`src/rvv_mul_pkg.sv`:
```
/*
  Shared definitions of the vector multiply unit:
  widths and counts, funct3/funct6 encodings, eew and vxrm enums,
  and the uop, control, result and partial-product structs
*/
`default_nettype none

package rvv_mul_pkg;

  //////////////////////////////
  // widths
  localparam int VLEN            = 128;
  localparam int VLENB           = VLEN / 8;
  localparam int XLEN            = 32;
  localparam int ROB_DEPTH_WIDTH = 4;
  localparam int N_MUL8          = 64;       // four 4x4 tiles

  typedef logic [5:0] funct6_t;
  typedef logic [2:0] funct3_t;

  //////////////////////////////
  // encodings
  localparam funct3_t OPIVV = 3'd0;
  localparam funct3_t OPMVV = 3'd2;
  localparam funct3_t OPIVX = 3'd4;
  localparam funct3_t OPMVX = 3'd6;

  localparam funct6_t VMUL    = 6'b100101;
  localparam funct6_t VMULH   = 6'b100111;
  localparam funct6_t VMULHU  = 6'b100100;
  localparam funct6_t VMULHSU = 6'b100110;
  localparam funct6_t VWMULU  = 6'b111000;
  localparam funct6_t VWMULSU = 6'b111010;
  localparam funct6_t VWMUL   = 6'b111011;
  localparam funct6_t VSMUL   = 6'b100111;  // same as VMULH, OPI space

  typedef enum logic [2:0] {
    EEW8  = 3'd0,
    EEW16 = 3'd1,
    EEW32 = 3'd2
  } eew_e;

  typedef enum logic [1:0] {
    RNU = 2'd0,                             // round to nearest up
    RNE = 2'd1,                             // round to nearest even
    RDN = 2'd2,                             // truncate
    ROD = 2'd3                              // round to odd
  } vxrm_e;

  //////////////////////////////
  // structs
  typedef struct packed {
    logic [ROB_DEPTH_WIDTH-1:0] rob_entry;
    funct6_t                    funct6;
    funct3_t                    funct3;
    vxrm_e                      vxrm;
    eew_e                       vs2_eew;
    logic [VLEN-1:0]            vs1_data;
    logic [VLEN-1:0]            vs2_data;
    logic [XLEN-1:0]            rs1_data;
    logic                       uop_index;  // half select for widening
  } mul_uop_t;

  typedef struct packed {
    logic                       src2_signed;
    logic                       src1_signed;
    logic                       is_widen;
    logic                       keep_low;
    logic                       is_vsmul;
    vxrm_e                      vxrm;
    eew_e                       eew;
    logic [ROB_DEPTH_WIDTH-1:0] rob_entry;
  } mul_ctrl_t;

  typedef struct packed {
    logic [ROB_DEPTH_WIDTH-1:0] rob_entry;
    logic [VLEN-1:0]            w_data;
    logic                       w_valid;
    logic [VLENB-1:0]           vsaturate;
  } mul_rslt_t;

  typedef logic [N_MUL8-1:0][15:0] mul_prod_t;

endpackage

`default_nettype wire

```
`src/rvv_mul_elem_post.sv`:
```
/*
  Per-element post-processing of a full product:
  low/high half, widening pass-through, vsmul rounding and saturation
*/
`timescale 1ns/1ps
`default_nettype none

module rvv_mul_elem_post
  import rvv_mul_pkg::*;
#(
  parameter int ELEM_W = 8
) (
  input  logic [2*ELEM_W-1:0] full,
  input  logic                keep_low,
  input  logic                is_widen,
  input  logic                is_vsmul,
  input  vxrm_e               vxrm,
  output logic [ELEM_W-1:0]   res_narrow,
  output logic [2*ELEM_W-1:0] res_wide,
  output logic                sat
);

  logic              d;
  logic              r;
  logic              rest_nz;
  logic              incr;
  logic              ovf;
  logic [ELEM_W-1:0] plain;
  logic [ELEM_W-1:0] rounded;

  // vsmul shifts right by ELEM_W-1, not ELEM_W
  assign d       = full[ELEM_W-1];             // lsb kept
  assign r       = full[ELEM_W-2];             // first dropped bit
  assign rest_nz = |full[ELEM_W-3:0];

  always_comb begin
    case (vxrm)
      RNU:     incr = r;
      RNE:     incr = r & (rest_nz | d);
      RDN:     incr = 1'b0;
      default: incr = ~d & (r | rest_nz);      // rod, jam into lsb
    endcase
  end

  // only min*min reaches 01 in the top bits
  assign ovf     = (full[2*ELEM_W-1 -: 2] == 2'b01);
  assign rounded = ovf ? {1'b0, {(ELEM_W-1){1'b1}}}
                       : full[2*ELEM_W-2 -: ELEM_W] + {{(ELEM_W-1){1'b0}}, incr};

  assign plain      = keep_low ? full[ELEM_W-1:0] : full[2*ELEM_W-1 -: ELEM_W];
  assign res_narrow = is_vsmul ? rounded : plain;
  assign res_wide   = is_widen ? full : {{ELEM_W{1'b0}}, res_narrow};
  assign sat        = is_vsmul & ovf;

endmodule

`default_nettype wire

```
`src/rvv_mul_merge.sv`:
```
/*
  Partial-product merge into 16/32/64-bit full products,
  element post-processing and the final select by eew
*/
`timescale 1ns/1ps
`default_nettype none

module rvv_mul_merge
  import rvv_mul_pkg::*;
(
  input  mul_prod_t        prod_q,
  input  mul_ctrl_t        ctrl_q,
  output logic [VLEN-1:0]  w_data,
  output logic [VLENB-1:0] vsaturate
);

  logic [15:0]       full8  [16];
  logic [31:0]       full16 [8];
  logic [63:0]       full32 [4];
  logic [VLEN-1:0]   narrow8;
  logic [VLEN-1:0]   narrow16;
  logic [VLEN-1:0]   narrow32;
  logic [2*VLEN-1:0] wide8;
  logic [2*VLEN-1:0] wide16;
  logic [2*VLEN-1:0] wide32;
  logic [15:0]       sat8;
  logic [7:0]        sat16;
  logic [3:0]        sat32;
  logic [VLENB-1:0]  vsat16;
  logic [VLENB-1:0]  vsat32;

  // src2 byte a times src1 byte b of an nb-byte element at byte base of tile z
  function automatic logic [63:0] pp_term(
    input mul_prod_t pp,
    input int        z,
    input int        base,
    input int        a,
    input int        b,
    input int        nb,
    input logic      s2,
    input logic      s1
  );
    logic [15:0] p;
    logic        ext;
    p   = pp[z*16 + (base+b)*4 + base + a];
    ext = p[15] & (((a == nb-1) & s2) | ((b == nb-1) & s1));  // signed top-byte term
    return {{48{ext}}, p} << (8*(a+b));
  endfunction

  //////////////////////////////
  // full products
  always_comb begin
    logic [63:0] acc;
    for (int e = 0; e < 16; e++) begin
      full8[e] = prod_q[(e/4)*16 + (e%4)*5];  // diagonal of the tile
    end
    for (int e = 0; e < 8; e++) begin
      acc = '0;
      for (int a = 0; a < 2; a++) begin
        for (int b = 0; b < 2; b++) begin
          acc = acc + pp_term(prod_q, e/2, (e%2)*2, a, b, 2,
                              ctrl_q.src2_signed, ctrl_q.src1_signed);
        end
      end
      full16[e] = acc[31:0];
    end
    for (int e = 0; e < 4; e++) begin
      acc = '0;
      for (int a = 0; a < 4; a++) begin
        for (int b = 0; b < 4; b++) begin
          acc = acc + pp_term(prod_q, e, 0, a, b, 4,
                              ctrl_q.src2_signed, ctrl_q.src1_signed);
        end
      end
      full32[e] = acc;                         // whole tile
    end
  end

  //////////////////////////////
  // per-element post
  for (genvar e = 0; e < 16; e++) begin : g_e8
    rvv_mul_elem_post #(.ELEM_W(8)) u_post (
      .full       (full8[e]),
      .keep_low   (ctrl_q.keep_low),
      .is_widen   (ctrl_q.is_widen),
      .is_vsmul   (ctrl_q.is_vsmul),
      .vxrm       (ctrl_q.vxrm),
      .res_narrow (narrow8[e*8 +: 8]),
      .res_wide   (wide8[e*16 +: 16]),
      .sat        (sat8[e])
    );
  end

  for (genvar e = 0; e < 8; e++) begin : g_e16
    rvv_mul_elem_post #(.ELEM_W(16)) u_post (
      .full       (full16[e]),
      .keep_low   (ctrl_q.keep_low),
      .is_widen   (ctrl_q.is_widen),
      .is_vsmul   (ctrl_q.is_vsmul),
      .vxrm       (ctrl_q.vxrm),
      .res_narrow (narrow16[e*16 +: 16]),
      .res_wide   (wide16[e*32 +: 32]),
      .sat        (sat16[e])
    );
  end

  for (genvar e = 0; e < 4; e++) begin : g_e32
    rvv_mul_elem_post #(.ELEM_W(32)) u_post (
      .full       (full32[e]),
      .keep_low   (ctrl_q.keep_low),
      .is_widen   (ctrl_q.is_widen),
      .is_vsmul   (ctrl_q.is_vsmul),
      .vxrm       (ctrl_q.vxrm),
      .res_narrow (narrow32[e*32 +: 32]),
      .res_wide   (wide32[e*64 +: 64]),
      .sat        (sat32[e])
    );
  end

  //////////////////////////////
  // saturation flag sits on the top byte of its element
  always_comb begin
    vsat16 = '0;
    vsat32 = '0;
    for (int e = 0; e < 8; e++) begin
      vsat16[2*e+1] = sat16[e];
    end
    for (int e = 0; e < 4; e++) begin
      vsat32[4*e+3] = sat32[e];
    end
  end

  // widening keeps the low half of the wide vector
  always_comb begin
    case (ctrl_q.eew)
      EEW16: begin
        w_data    = ctrl_q.is_widen ? wide16[VLEN-1:0] : narrow16;
        vsaturate = vsat16;
      end
      EEW32: begin
        w_data    = ctrl_q.is_widen ? wide32[VLEN-1:0] : narrow32;
        vsaturate = vsat32;
      end
      default: begin
        w_data    = ctrl_q.is_widen ? wide8[VLEN-1:0] : narrow8;
        vsaturate = sat8;
      end
    endcase
  end

  // decode never flags a widening vsmul
  a_widen_vsmul: assert final (!(ctrl_q.is_widen && ctrl_q.is_vsmul))
    else $error("mul merge: widen and vsmul both set");

endmodule

`default_nettype wire

```
`config.mk`:
```
export PLATFORM = sky130hd
export DESIGN_NAME = rvv_mul_merge
export DESIGN_NICKNAME = d
export VERILOG_FILES = /design/src/rvv_mul_pkg.sv /design/src/rvv_mul_elem_post.sv /design/src/rvv_mul_merge.sv
export SDC_FILE = /design/constraint.sdc
export NUM_CORES = 2
export LEC_CHECK = 0
export BUFFER_PORTS_ARGS = -buffer_cell sky130_fd_sc_hd__clkbuf_2
export CORE_AREA = 3 3 454 456
export DETAILED_ROUTE_END_ITERATION = 10
export DIE_AREA = 0 0 457 459
export PLACE_DENSITY_LB_ADDON = 0.1
export RECOVER_POWER = 25
export SLEW_MARGIN = 20
export SYNTH_ARGS = -nofsm -noshare
export SYNTH_HDL_FRONTEND = slang
export SYNTH_SLANG_ARGS = --single-unit
export TNS_END_PERCENT = 1
```
`constraint.sdc`:
```
create_clock -name vclk -period 29.1
set_input_delay 5.82 -clock vclk [all_inputs]
set_output_delay 5.82 -clock vclk [all_outputs]
set_load 0.02 [all_outputs]
```
==> Flow_metrics.wiki <==
{| class="wikitable"
! Metric !! Value
|-
| Status || finished, violations left
|-
| Violated checks || max-capacitance violations, max-slew violations
|-
| Synthesized Nets || 11.9k
|-
| Sum of routed wire length over all layers || 373 mm
|-
| Min-Delay Path Class || primary input to output pin
|-
| Fraction of final layout cells with drive strength greater than 1 || 0.145
|-
| Synth area leaders || fa_1 26%, ha_1 15%, xnor2_1 5.9%
|-
| Initial core utilization || 0.356
|-
| Initial antenna violation count || 47
|-
| Pin count of the biggest net entering global routing || 175
|-
| Buffers inserted during post-CTS setup optimization || 0
|-
| End point of the critical path || w_data[28]
|-
| Yosys warning count || 0
|-
| Sequential cell area || 0 um^2
|-
| Critical path fanouts, max || 8
|-
| Period utilization || 0.867
|-
| Number of endpoints failing setup at the final stage || 0
|-
| Overflow left after global routing || 0
|-
| Mapped Avg Cell Area || 7.97 um^2
|-
| Max transition margin || -0.897
|-
| Clkbuf count || 0
|-
| Global-route wire length before repair || 533 mm
|-
| Dominant combinational cell family by area after synthesis || adder cells
|-
| Die W || 457 um
|-
| Most frequent CP cell || o21ai_0
|-
| Hpwl dp || 324 mm
|-
| Layout overhead on the synthesized area || 12.2%
|-
| Quantity of gates resized following cts || 0
|-
| Arithmetic-cell share of the synthesized area counting full adders, half adders and majority gates || 0.411
|-
| Synth area leader || fa_1
|-
| Cell area after layout || 80600 um^2
|-
| Startpoint class of the critical path || primary input
|-
| Overall Global Routing Usage || 0.342
|-
| Arrival @ worst endpoint || 19420 ps
|-
| Beginning of the critical path || prod_q[8]
|-
| Area fraction of the dominant cell type after synthesis || 0.263
|-
| Max frequency || 39.6 MHz
|-
| # nets final || 12.8k
|-
| Synth Area in XOR/XNOR || 0.0893
|-
| Crit-path slowest cell || xor2_1
|-
| Hold buffer count at CTS || 0
|-
| FFs & Latches || 0
|-
| Buffers added on ports || 1178
|-
| Number of fill cells || 21.3k
|-
| Required time reported for the critical path endpoint || 23280 ps
|-
| Floorplan Core Area || 202000 um^2
|-
| MaxCap Viol Count || 5
|-
| Vias per cell || 5.99
|-
| Shortest clock period the worst path allows after layout || 25240 ps
|-
| Iter 0 DRT Violations || 6964
|-
| Type of element capturing the critical path || output pin
|-
| Total vias in the final route || 75.7k
|-
| Final Hold Fails || 0
|-
| Number of standard cells after synthesis || 9023
|-
| RSZ-0062 raised after global routing || false
|-
| Post-detailed-route wirelength per cell || 29.5 um
|-
| Post-placement cell area || 80600 um^2
|-
| Setup TNS Final || 0 ps
|-
| Final RePlAce weighted congestion || 0.994
|-
| Count of pins over their slew limit || 154
|-
| Path type of the worst setup path || primary input to output pin
|-
| Fraction of the mapped netlist area in simple logic gates || 0.173
|-
| Sequential fraction of the synthesis area || 0
|-
| Post-synthesis cell type count || 116
|-
| Total I/O pin count || 1182
|-
| # rows || 165
|-
| Slew of the pin with the lowest slew margin || 2850 ps
|-
| Share of cell area taken by muxes after synthesis || 0.0181
|-
| Post-route DRC || 0
|-
| Antenna violation net count after detailed routing || 0
|-
| Share of the synthesized area in compound gates (AO/OA/AOI/OAI) || 0.243
|-
| Vias in the first global route || 75.7k
|-
| Die area || 210000 um^2
|-
| DIE HEIGHT || 459 um
|-
| Syn Std Cell Area || 71900 um^2
|-
| Peak per-stage delay on the critical path || 820 ps
|-
| Detailed-router iteration count before antenna repair || 6
|}
-- worst min path at each step --
| stage | startpoint | endpoint | slack, ps | depth (start not counted) |
|---|---|---|---|---|
| 6_report | prod_q[942] | vsaturate[14] | 12130 | 4 |
| 5_1_grt | prod_q[942] | vsaturate[14] | 12210 | 4 |
| 3_5_place_dp | prod_q[942] | vsaturate[14] | 12140 | 4 |
| 3_3_place_gp | prod_q[942] | vsaturate[14] | 12140 | 4 |
| 2_1_floorplan | prod_q[942] | vsaturate[14] | 11790 | 2 |
| 4_1_cts | prod_q[942] | vsaturate[14] | 12140 | 4 |
-- synth_stat cells (22+ instances only) --
library cell,n
mux2i_1,83
a221oi_1,65
o31ai_1,39
a21o_1,205
nor3_1,197
o21ai_1,27
o21ai_0,562
nor2_1,548
xnor2_1,482
a21oi_1,668
clkbuf_1,284
nand3_1,268
a2111oi_0,32
a21boi_0,34
ha_1,851
a211oi_1,95
buf_1,34
o21a_1,88
buf_2,25
nand4_1,111
inv_1,885
o211ai_1,162
or2_2,47
o221ai_1,113
a31oi_1,91
nand2b_1,104
or4_1,42
nor4_1,85
or3_1,50
nand2_1,671
fa_1,945
nor2b_1,50
o2111ai_1,22
mux2_2,42
and2_1,81
xor2_1,249
and4_1,26
o21bai_1,64
o31a_1,22
a221o_1,26
and3_1,110
a22oi_1,24
o22ai_1,48
-- critical path, delay by kind of cell --
family / cells / cell delay (ps)
and+or+nand+nor: 9 / 2930
buffers and inverters: 4 / 640
xor gates and xnor gates: 3 / 1170
AOI/OAI and AO/OA: 19 / 4910
adders and majority gates: 10 / 3910
-- placed cells by master, fill, tap and decap left out, types with 104 or more instances in the layout --
master	count
inv_1	883
fa_1	945
xor2_1	249
clkbuf_2	1148
o211ai_1	162
xnor2_1	482
a21oi_1	668
nand2_1	667
nor2_1	543
nand3_1	268
nor3_1	197
o221ai_1	113
a21o_1	205
nand4_1	111
nand2b_1	104
ha_1	851
and3_1	110
o21ai_0	561
-- cell families after synthesis --
| group | Yosys count |
|---|---|
| AOI/OAI and AO/OA | 2638 |
| xor gates and xnor gates | 732 |
| adders and majority gates | 1796 |
| buffers and inverters | 1235 |
| muxes | 125 |
| and+or+nand+nor | 2497 |
-- per-stage QoR --
stage / hold WS [ps] / worst slack (ps) / utilization / instances
4_1_cts: 12140 / 3960 / 0.399 / 12600
2_1_floorplan: 11790 / 7470 / - / 9023
3_3_place_gp: 12140 / 4080 / 0.399 / 12600
3_5_place_dp: 12140 / 4080 / 0.399 / 12600
6_report: 12130 / 3860 / 0.399 / 12600
5_1_grt: 12210 / 3210 / 0.399 / 12600
-- layout make-up --
cell class,count,area [um^2],share of cell area
repair buffers,1268,6580,0.0815
diodes,24,60.1,0.000745
well taps,2672,3340,0.0415
inverters,888,3340,0.0415
multi-input cells,7788,67300,0.835
-- metal layers --
metal	vias up	global-route usage	routed length, um
met4	24	0.183	25000
li1	34300	-	-
met1	37500	0.432	152000
met2	3240	0.569	172000
met3	652	0.0437	23600
met5	-	0	168
Power is not shown: default switching activity piles up to over one toggle a cycle in this logic, so the estimate is an artifact.
