`src/rvv_mul_pkg.sv`:
```
/*
  Shared definitions of the vector multiply unit:
  widths and counts, funct3/funct6 encodings, eew and vxrm enums,
  and the uop, control, result and partial-product structs
*/
`default_nettype none

package rvv_mul_pkg;

  //////////////////////////////
  // widths
  localparam int VLEN            = 128;
  localparam int VLENB           = VLEN / 8;
  localparam int XLEN            = 32;
  localparam int ROB_DEPTH_WIDTH = 4;
  localparam int N_MUL8          = 64;       // four 4x4 tiles

  typedef logic [5:0] funct6_t;
  typedef logic [2:0] funct3_t;

  //////////////////////////////
  // encodings
  localparam funct3_t OPIVV = 3'd0;
  localparam funct3_t OPMVV = 3'd2;
  localparam funct3_t OPIVX = 3'd4;
  localparam funct3_t OPMVX = 3'd6;

  localparam funct6_t VMUL    = 6'b100101;
  localparam funct6_t VMULH   = 6'b100111;
  localparam funct6_t VMULHU  = 6'b100100;
  localparam funct6_t VMULHSU = 6'b100110;
  localparam funct6_t VWMULU  = 6'b111000;
  localparam funct6_t VWMULSU = 6'b111010;
  localparam funct6_t VWMUL   = 6'b111011;
  localparam funct6_t VSMUL   = 6'b100111;  // same as VMULH, OPI space

  typedef enum logic [2:0] {
    EEW8  = 3'd0,
    EEW16 = 3'd1,
    EEW32 = 3'd2
  } eew_e;

  typedef enum logic [1:0] {
    RNU = 2'd0,                             // round to nearest up
    RNE = 2'd1,                             // round to nearest even
    RDN = 2'd2,                             // truncate
    ROD = 2'd3                              // round to odd
  } vxrm_e;

  //////////////////////////////
  // structs
  typedef struct packed {
    logic [ROB_DEPTH_WIDTH-1:0] rob_entry;
    funct6_t                    funct6;
    funct3_t                    funct3;
    vxrm_e                      vxrm;
    eew_e                       vs2_eew;
    logic [VLEN-1:0]            vs1_data;
    logic [VLEN-1:0]            vs2_data;
    logic [XLEN-1:0]            rs1_data;
    logic                       uop_index;  // half select for widening
  } mul_uop_t;

  typedef struct packed {
    logic                       src2_signed;
    logic                       src1_signed;
    logic                       is_widen;
    logic                       keep_low;
    logic                       is_vsmul;
    vxrm_e                      vxrm;
    eew_e                       eew;
    logic [ROB_DEPTH_WIDTH-1:0] rob_entry;
  } mul_ctrl_t;

  typedef struct packed {
    logic [ROB_DEPTH_WIDTH-1:0] rob_entry;
    logic [VLEN-1:0]            w_data;
    logic                       w_valid;
    logic [VLENB-1:0]           vsaturate;
  } mul_rslt_t;

  typedef logic [N_MUL8-1:0][15:0] mul_prod_t;

endpackage

`default_nettype wire

```
`src/rvv_mul_decode.sv`:
```
/*
  Multiply uop decode: funct3/funct6 to control,
  operand select, scalar broadcast and per-byte sign vectors
*/
`timescale 1ns/1ps
`default_nettype none

module rvv_mul_decode
  import rvv_mul_pkg::*;
(
  input  logic             uop_valid,
  input  mul_uop_t         uop,
  output mul_ctrl_t        ctrl,
  output logic [VLEN-1:0]  src2,
  output logic [VLEN-1:0]  src1,
  output logic [VLENB-1:0] sign2,
  output logic [VLENB-1:0] sign1
);

  logic            is_opm;
  logic            is_opi;
  logic            is_vx;
  logic            op_ok;
  logic            s2_signed;
  logic            s1_signed;
  logic            widen;
  logic            keep_low;
  logic [VLEN-1:0] vs2_sel;
  logic [VLEN-1:0] vs1_sel;
  logic [VLEN-1:0] rs1_ext;
  logic [VLEN-1:0] rs1_bcast;

  assign is_opm = (uop.funct3 == OPMVV) || (uop.funct3 == OPMVX);
  assign is_opi = (uop.funct3 == OPIVV) || (uop.funct3 == OPIVX);
  assign is_vx  = (uop.funct3 == OPMVX) || (uop.funct3 == OPIVX);
  assign op_ok  = uop_valid && (is_opm || is_opi);

  always_comb begin
    s2_signed = 1'b1;
    s1_signed = 1'b1;
    widen     = 1'b0;
    keep_low  = 1'b0;
    if (is_opm) begin
      case (uop.funct6)
        VMUL:    keep_low = 1'b1;
        VMULH:   keep_low = 1'b0;
        VMULHU:  begin s2_signed = 1'b0; s1_signed = 1'b0; end
        VMULHSU: s1_signed = 1'b0;
        VWMUL:   widen = 1'b1;
        VWMULU:  begin widen = 1'b1; s2_signed = 1'b0; s1_signed = 1'b0; end
        VWMULSU: begin widen = 1'b1; s1_signed = 1'b0; end
        default: keep_low = 1'b1;             // falls back to vmul
      endcase
    end
    // whole OPI space runs as vsmul
  end

  // widening reads one 64-bit half, upper half zero
  assign vs2_sel = widen ? {64'b0, (uop.uop_index ? uop.vs2_data[127:64] : uop.vs2_data[63:0])}
                         : uop.vs2_data;
  assign vs1_sel = widen ? {64'b0, (uop.uop_index ? uop.vs1_data[127:64] : uop.vs1_data[63:0])}
                         : uop.vs1_data;
  assign rs1_ext = {{(VLEN-XLEN){uop.rs1_data[XLEN-1] & s1_signed}}, uop.rs1_data};

  // broadcast plus sign bit on top byte of each element
  always_comb begin
    case (uop.vs2_eew)
      EEW16: begin
        rs1_bcast = {8{rs1_ext[15:0]}};
        sign2     = {8{s2_signed, 1'b0}};
        sign1     = {8{s1_signed, 1'b0}};
      end
      EEW32: begin
        rs1_bcast = {4{rs1_ext[31:0]}};
        sign2     = {4{s2_signed, 3'b0}};
        sign1     = {4{s1_signed, 3'b0}};
      end
      default: begin                          // eew8
        rs1_bcast = {16{rs1_ext[7:0]}};
        sign2     = {16{s2_signed}};
        sign1     = {16{s1_signed}};
      end
    endcase
    if (!op_ok) begin
      sign2 = '0;
      sign1 = '0;
    end
  end

  assign src2 = op_ok ? vs2_sel : '0;
  assign src1 = !op_ok ? '0 : (is_vx ? rs1_bcast : vs1_sel);

  assign ctrl.src2_signed = op_ok & s2_signed;
  assign ctrl.src1_signed = op_ok & s1_signed;
  assign ctrl.is_widen    = op_ok & widen;
  assign ctrl.keep_low    = op_ok & keep_low;
  assign ctrl.is_vsmul    = op_ok & is_opi;
  assign ctrl.vxrm        = uop.vxrm;
  assign ctrl.eew         = uop.vs2_eew;
  assign ctrl.rob_entry   = uop.rob_entry;

  // the RS only issues 8/16/32-bit elements to this unit
  a_eew_legal: assert final (!uop_valid || (uop.vs2_eew inside {EEW8, EEW16, EEW32}))
    else $error("mul decode: illegal eew %0d", uop.vs2_eew);

endmodule

`default_nettype wire

```
`config.mk`:
```
export PLATFORM = sky130hd
export DESIGN_NAME = rvv_mul_decode
export DESIGN_NICKNAME = d
export VERILOG_FILES = /design/src/rvv_mul_pkg.sv /design/src/rvv_mul_decode.sv
export SDC_FILE = /design/constraint.sdc
export NUM_CORES = 1
export LEC_CHECK = 0
export BUFFER_PORTS_ARGS = -buffer_cell sky130_fd_sc_hd__buf_2
export CAP_MARGIN = 10
export CORE_AREA = 2 2 237 239
export DETAILED_ROUTE_END_ITERATION = 7
export DIE_AREA = 0 0 239 241
export PLACE_DENSITY_LB_ADDON = 0.3
export SLEW_MARGIN = 20
export SYNTH_ARGS = -nofsm -noshare
export SYNTH_HDL_FRONTEND = slang
export SYNTH_SLANG_ARGS = --single-unit
```
`constraint.sdc`:
```
create_clock -name vclk -period 2.7
set_input_delay 0.54 -clock vclk [all_inputs]
set_output_delay 0.54 -clock vclk [all_outputs]
set_load 0.005 [all_outputs]
```
==> metrics.yaml, run 1 <==
drt:
  avg_vias_per_cell: 4.00
  route.detailed.drc: 0
  via_count: 8411
  route.antenna.remaining_nets: 0
  postRouteWirelength_mm: 38.8
  routed_wire_length_per_instance_um: 18.4
  drt_pass1_iterations: 5
  drt_first_iter_violations: 462
timing:
  maxSlewHeadroom_pct: 56.0
  fmax_ghz: 0.376
  final_critical_delay_including_setup_and_external_delays_ps: 2660
  holdWs_ps: 1080
  final-max-slew-violation-count: 0
  worstMarginPinSlew_ps: 653
  final_hold_violation_count: 0
  final.period_utilization_pct: 98.4
  layout_setup_ws_ps: 43.1
  setup_repair_after_global_routing_missed_its_margin: "true"
  count_of_final_setup_violators: 0
setup_path:
  cp_dominant_cell_by_count: "buf_2"
  cp_slowest_cell: "and4bb_2"
  crit_required_ps: 2160
  timing.setup.critical_path_class: "input pin to output port"
  critical_path.startpoint_type: "input pin"
  cp_data_arrival_time_ps: 2120
  path_max_fanout: 36
  timing.critical_path.slowest_cell_delay_ps: 360
  critical_path.endpoint_type: "output port"
  worst_setup_path_startpoint: "uop[294]"
  critical_path.cell_chain: "buf_2 -> and4bb_2 -> nand4_1 -> buf_12 -> nand2_1 -> a31oi_4 -> buf_4 -> buf_2"
global_routing:
  global_route_usage_over_all_layers_pct: 12.0
  globalRouteOverflowTotal: 0
  antenna_violations_before_repair: 10
  vias_in_the_first_global_route: 7943
  grt_start_max_net_pins: 65
  first_pass_grt_wire_length_mm: 52.0
placed_design:
  global_placer_s_final_weighted_congestion: 0.898
  number_of_placed_cells_counting_well_taps: 2096
  io_buffer_count: 598
  dpl_worst_slack_ps: -53.0
  dp.final_hpwl_mm: 33.5
  dpl_cell_area_um2: 8300
floorplanning:
  initial_core_util_pct: 7.72
  die_width_um: 239
  design.die.area_um2: 57600
  ioPinCount: 610
  core_area_um2: 54900
  std_cell_rows: 86
  die_y_um: 241
power:
  power_per_cell_area_nw_per_um2: 131
  fraction_of_power_consumed_by_sequential_logic_pct: 0
  leakage_power_figure_nw: 4.82
  power_switching_share_pct: 54.4
  clkPwrFrac_pct: 0
  intPower_w: 0.000505
  comb_power_share_pct: 100.0
  p_sw_w: 0.000603
  vdd.ir_drop.worst_v: 0.0000502
synthesis:
  synth.yosys.warnings: 0
  syn-mean-instance-area_um2: 5.11
  yosys.cell_types.count: 31
  netlist_instances: 829
  synthesis.nets: 1137
  syn_area_um2: 4240
  synth_sequential_area_ratio_pct: 0
cells_and_area:
  final_cell_count_no_fill: 2101
  multi_input_comb_area_um2: 3740
  post_route_cells_drive_above_1_share_pct: 52.6
  ff_latch_area_um2: 0
  syn2layout_area_growth_pct: 99.7
  finish.instance_area_um2: 8460
  final_net_count: 1704
  clkbuf_count: 0
  final.fill_count: 6524
  flops_and_latches: 0
clock_network:
  cts.hold.buffers_added: 0
worst_hold_path:
  holdCritStartpoint: "uop[304]"
  min_path_type: "input pin to output port"
outcome:
  result_of_the_run: "finished clean"
run:
  cap_violations: 0
layer usage:
metal	part of all wire, %	routed length [um]	global-route usage (%)	vias to the layer above
met3	5.7	2220	1.04	55
met5	0	0	0	-
met2	48	18700	21.3	499
li1	-	-	-	3926
met1	43	16800	15.8	3931
met4	2.8	1080	2.95	0
cell families after synthesis:
| kind of cell | synth area share [%] |
|---|---|
| and+or+nand+nor | 48.1 |
| AOI/OAI and AO/OA | 34.1 |
| buffers and inverters | 15.3 |
| muxes | 2.13 |
| xor gates and xnor gates | 0.384 |
worst max-delay path: cells and delay by family:
family          cells  cell delay (ps)
compound gates      1              100
buf+inv             4              670
simple gates        3              750
layout make-up:
type	instances	area share [%]
Multi-Input combinational cell	706	44.3
Tap cell	704	10.4
Antenna cell	3	0.0887
Timing Repair Buffer	683	45.0
Inverter	5	0.266
worst paths after layout:
path,to,slack (ps),depth (start not counted)
max,src1[61],40,8
min,ctrl[1],1080,0
cell usage after synthesis, types with 9 or more instances:
master	n	area share [%]
nand2_1	328	29
a21oi_1	128	15
and2_1	65	9.6
a31oi_1	64	9.5
clkbuf_1	40	3.5
buf_4	39	6.9
buf_2	33	3.9
nor3b_1	10	1.8
and3b_1	9	1.9
nand3_1	9	1.1
o21ai_0	9	1.1
placed cells by master (no fill, tap or decap), types with 2 or more instances in the layout:
master / netlist / layout
o32ai_1: 8 / 7
o21ai_0: 9 / 8
buf_12: 0 / 12
nand2_1: 328 / 327
nor2b_1: 8 / 8
buf_2: 33 / 597
a31oi_4: 0 / 2
o311ai_2: 0 / 5
mux2_2: 8 / 8
buf_4: 39 / 72
o21ai_1: 8 / 8
inv_1: 5 / 4
or4_1: 8 / 7
diode_2: 0 / 3
nor3b_2: 0 / 2
a31oi_2: 1 / 2
a31oi_1: 64 / 61
and2_1: 65 / 65
nor2_1: 8 / 7
nor3b_1: 10 / 7
and3b_1: 9 / 9
o311ai_1: 8 / 3
a31o_2: 8 / 7
nand3_1: 9 / 8
a21bo_2: 8 / 8
o211ai_1: 2 / 2
nand2b_4: 0 / 2
a21oi_1: 128 / 127
nor2_2: 1 / 2
power groups by stage:
stage | Sequential [W] | Combinational, W | Clock, W
floorplan | 0 | 0.000427 | 0
CTS | 0 | 0.00111 | 0
finish | 0 | 0.00111 | 0.0000000000557
detailed placement | 0 | 0.00109 | 0
global route | 0 | 0.00121 | 0.0000000000495
global placement | 0 | 0.00110 | 0
what timing repair did:
item,in CTS,in global routing
resized for setup,6,18
gates cloned,0,1
setup buffers,0,1
pin swaps,0,3
setup endpoints to repair,8,46
through the flow:
step	utilization, %	power (W)	TNS [ps]
global placement	15.1	0.00110	-91.1
CTS	15.2	0.00111	-69.7
detailed placement	15.1	0.00109	-106
floorplan	-	0.000427	0
finish	15.4	0.00111	0
global route	15.4	0.00121	-27.0
Note: power is estimated with default switching activity, not from simulation.
==> run 2, diff against run 1 <==
clock period = 3.05 ns   (was 2.7 ns; I/O delays follow)
==> run 2 against run 1 <==
Net effect:
- non-clock buffer count shrank 17
- die area is the same
- power shrank 14%
- first-iteration DRC count grew 1.9%
- critical path depth is the same
- flip-flop and latch count is the same
- core utilization shrank 0.49 points
- sequential share of layout area is the same
- via count shrank 2.1%
- global-route usage shrank 0.068 points
- wire length shrank 0.78%
- worst hold slack gained 140 ps
- critical path type unchanged
- critical endpoint unchanged
- largest power group unchanged
==> metrics.yaml, run 2 (synthesis results as in run 1) <==
floorplanning:
  design.die.area_um2: 57600  # unchanged
  initial_core_util_pct: 7.72  # unchanged
  std_cell_rows: 86  # unchanged
  die_y_um: 241  # unchanged
  die_width_um: 239  # unchanged
  ioPinCount: 610  # unchanged
  core_area_um2: 54900  # unchanged
setup_path:
  critPathTopFamily: "simple AND/OR/NAND/NOR gates"
  path_max_fanout: 49  # +36%
  critical_path.startpoint_type: "input pin"
  timing.setup.critical_path_class: "input pin to output port"
  cp_dominant_cell_by_count: "buf_2"
  timing.critical_path.slowest_cell_delay_ps: 410  # +50 ps
  timing.critical_path.depth: 8  # unchanged
  crit_required_ps: 2440  # +280 ps
  critPathCapture: "src1[61]"
  critical_path_buf_inv_count: 4  # unchanged
  cp_slowest_cell: "and4bb_1"
  cp_data_arrival_time_ps: 2330  # +210 ps
  worst_setup_path_startpoint: "uop[294]"
  critical_path.endpoint_type: "output port"
  critical_path.cell_chain: "buf_2 -> and4bb_1 -> nand4_1 -> buf_12 -> nand2_1 -> a31oi_2 -> buf_4 -> buf_2"
worst_hold_path:
  min_path_type: "input pin to output port"
  min_delay_path_depth: 0  # unchanged
cells_and_area:
  syn2layout_area_growth_pct: 93.4
  top_library_cells_by_usage_in_the_layout_fill_and_taps_aside: "buf_2, nand2_1, a21oi_1, and2_1, a31oi_1"
  post_route_cells_drive_above_1_share_pct: 50.8  # -1.7 points
  final_net_count: 1687  # -1.0%
  finalCoreUtilization_pct: 14.9  # -0.49 points
  flops_and_latches: 0  # unchanged
  multi_input_comb_area_um2: 3640  # -2.6%
  ff_latch_area_um2: 0  # unchanged
  final.fill_count: 6501  # -0.35%
  clkbuf_count: 0  # unchanged
  mostFrequentLayoutCell: "buf_2"
  finish.instance_area_um2: 8190  # -3.2%
power:
  power_switching_share_pct: 54.8  # +0.39 points
  comb_power_share_pct: 100.0  # about the same
  vdd.ir_drop.worst_v: 0.0000419  # -16%
  clkPwrFrac_pct: 0  # unchanged
  intPower_w: 0.000432  # -15%
  leakage_power_figure_nw: 4.73  # -2.0%
  p_total_w: 0.000955  # -14%
  fraction_of_power_consumed_by_sequential_logic_pct: 0  # unchanged
  p_sw_w: 0.000524  # -13%
  power_per_cell_area_nw_per_um2: 117  # -11%
drt:
  postRouteWirelength_mm: 38.5  # -0.78%
  route.antenna.remaining_nets: 0  # unchanged
  drt_pass1_iterations: 5  # unchanged
  via_count: 8237  # -2.1%
  routed_wire_length_per_instance_um: 18.5  # about the same
  route.detailed.drc: 0  # unchanged
  drt_first_iter_violations: 471  # +1.9%
  avg_vias_per_cell: 3.95  # -1.3%
placed_design:
  global_placer_s_final_weighted_congestion: 0.881  # -1.9%
  dp.final_hpwl_mm: 33.3  # -0.58%
  dpl_cell_area_um2: 8170  # -1.6%
  io_buffer_count: 598  # unchanged
timing:
  final-max-slew-violation-count: 0  # unchanged
  final_critical_delay_including_setup_and_external_delays_ps: 2940
  worstMarginPinSlew_ps: 750  # +97.2 ps
  final.period_utilization_pct: 96.3
  fmax_ghz: 0.340
  count_of_final_setup_violators: 0  # unchanged
  final_hold_violation_count: 0  # unchanged
  maxSlewHeadroom_pct: 49.2  # -6.8 points
  setup_repair_after_global_routing_missed_its_margin: "false"
global_routing:
  grt_start_max_net_pins: 67  # +3.1%
  antenna_violations_before_repair: 13  # +3
  vias_in_the_first_global_route: 7785  # -2.0%
  globalRouteOverflowTotal: 0  # unchanged
  first_pass_grt_wire_length_mm: 51.2  # -1.5%
  global_route_usage_over_all_layers_pct: 12.0  # -0.068 points
run:
  cap_violations: 0  # unchanged
outcome:
  result_of_the_run: "finished clean"
clock_network:
  cts.hold.buffers_added: 0  # unchanged
-- run 2: routing by layer --
metal / GRT usage (%) / vias up / share of wire, %
li1: - / 3885 / -
met1: 15.2 / 3850 / 42
met2: 21.8 / 460 / 50
met3: 1.37 / 42 / 6.0
met4: 2.27 / 0 / 2.1
met5: 0 / - / 0
-- run 2: metrics by stage --
| stage | std cells | worst slack (ps) | TNS (ps) | hold slack [ps] |
|---|---|---|---|---|
| after floorplan | 829 | 543 | 0 | 1250 |
| after global placement | 2080 | -21.8 | -62.4 | 1220 |
| after detailed placement | 2080 | -13.0 | -36.3 | 1220 |
| after CTS | 2080 | 53.5 | 0 | 1220 |
| after global routing | 2084 | 19.5 | 0 | 1220 |
| final | 2084 | 112 | 0 | 1220 |
-- run 2: area by class of cell --
type,instances,share of cell area [%]
multi-input cells,706,44.5
repair buffers,666,44.4
well taps,704,10.8
inverters,5,0.229
diodes,3,0.0916
-- run 2: worst min path at each step --
stage          slack, ps      from  endpoint
3_5_place_dp        1220  uop[303]   ctrl[0]
5_1_grt             1220  uop[304]   ctrl[1]
4_1_cts             1220  uop[303]   ctrl[0]
6_report            1220  uop[304]   ctrl[1]
2_1_floorplan       1250  uop[295]   ctrl[9]
3_3_place_gp        1220  uop[303]   ctrl[0]
-- run 2: repair_timing --
item                                    4_1_cts  5_1_grt
pin swaps                                     0        1
endpoints found under the setup margin        6        3
hold endpoints to repair                      0        0
buffers inserted                              0        1
resized for setup                             2        0
-- run 2: power by group through the flow --
stage,Combinational [W],Clock [W],Sequential [W]
5_1_grt,0.00104,0.000000000132,0
4_1_cts,0.000968,0,0
3_5_place_dp,0.000961,0,0
3_3_place_gp,0.000962,0,0
6_report,0.000955,0.000000000132,0
2_1_floorplan,0.000378,0,0
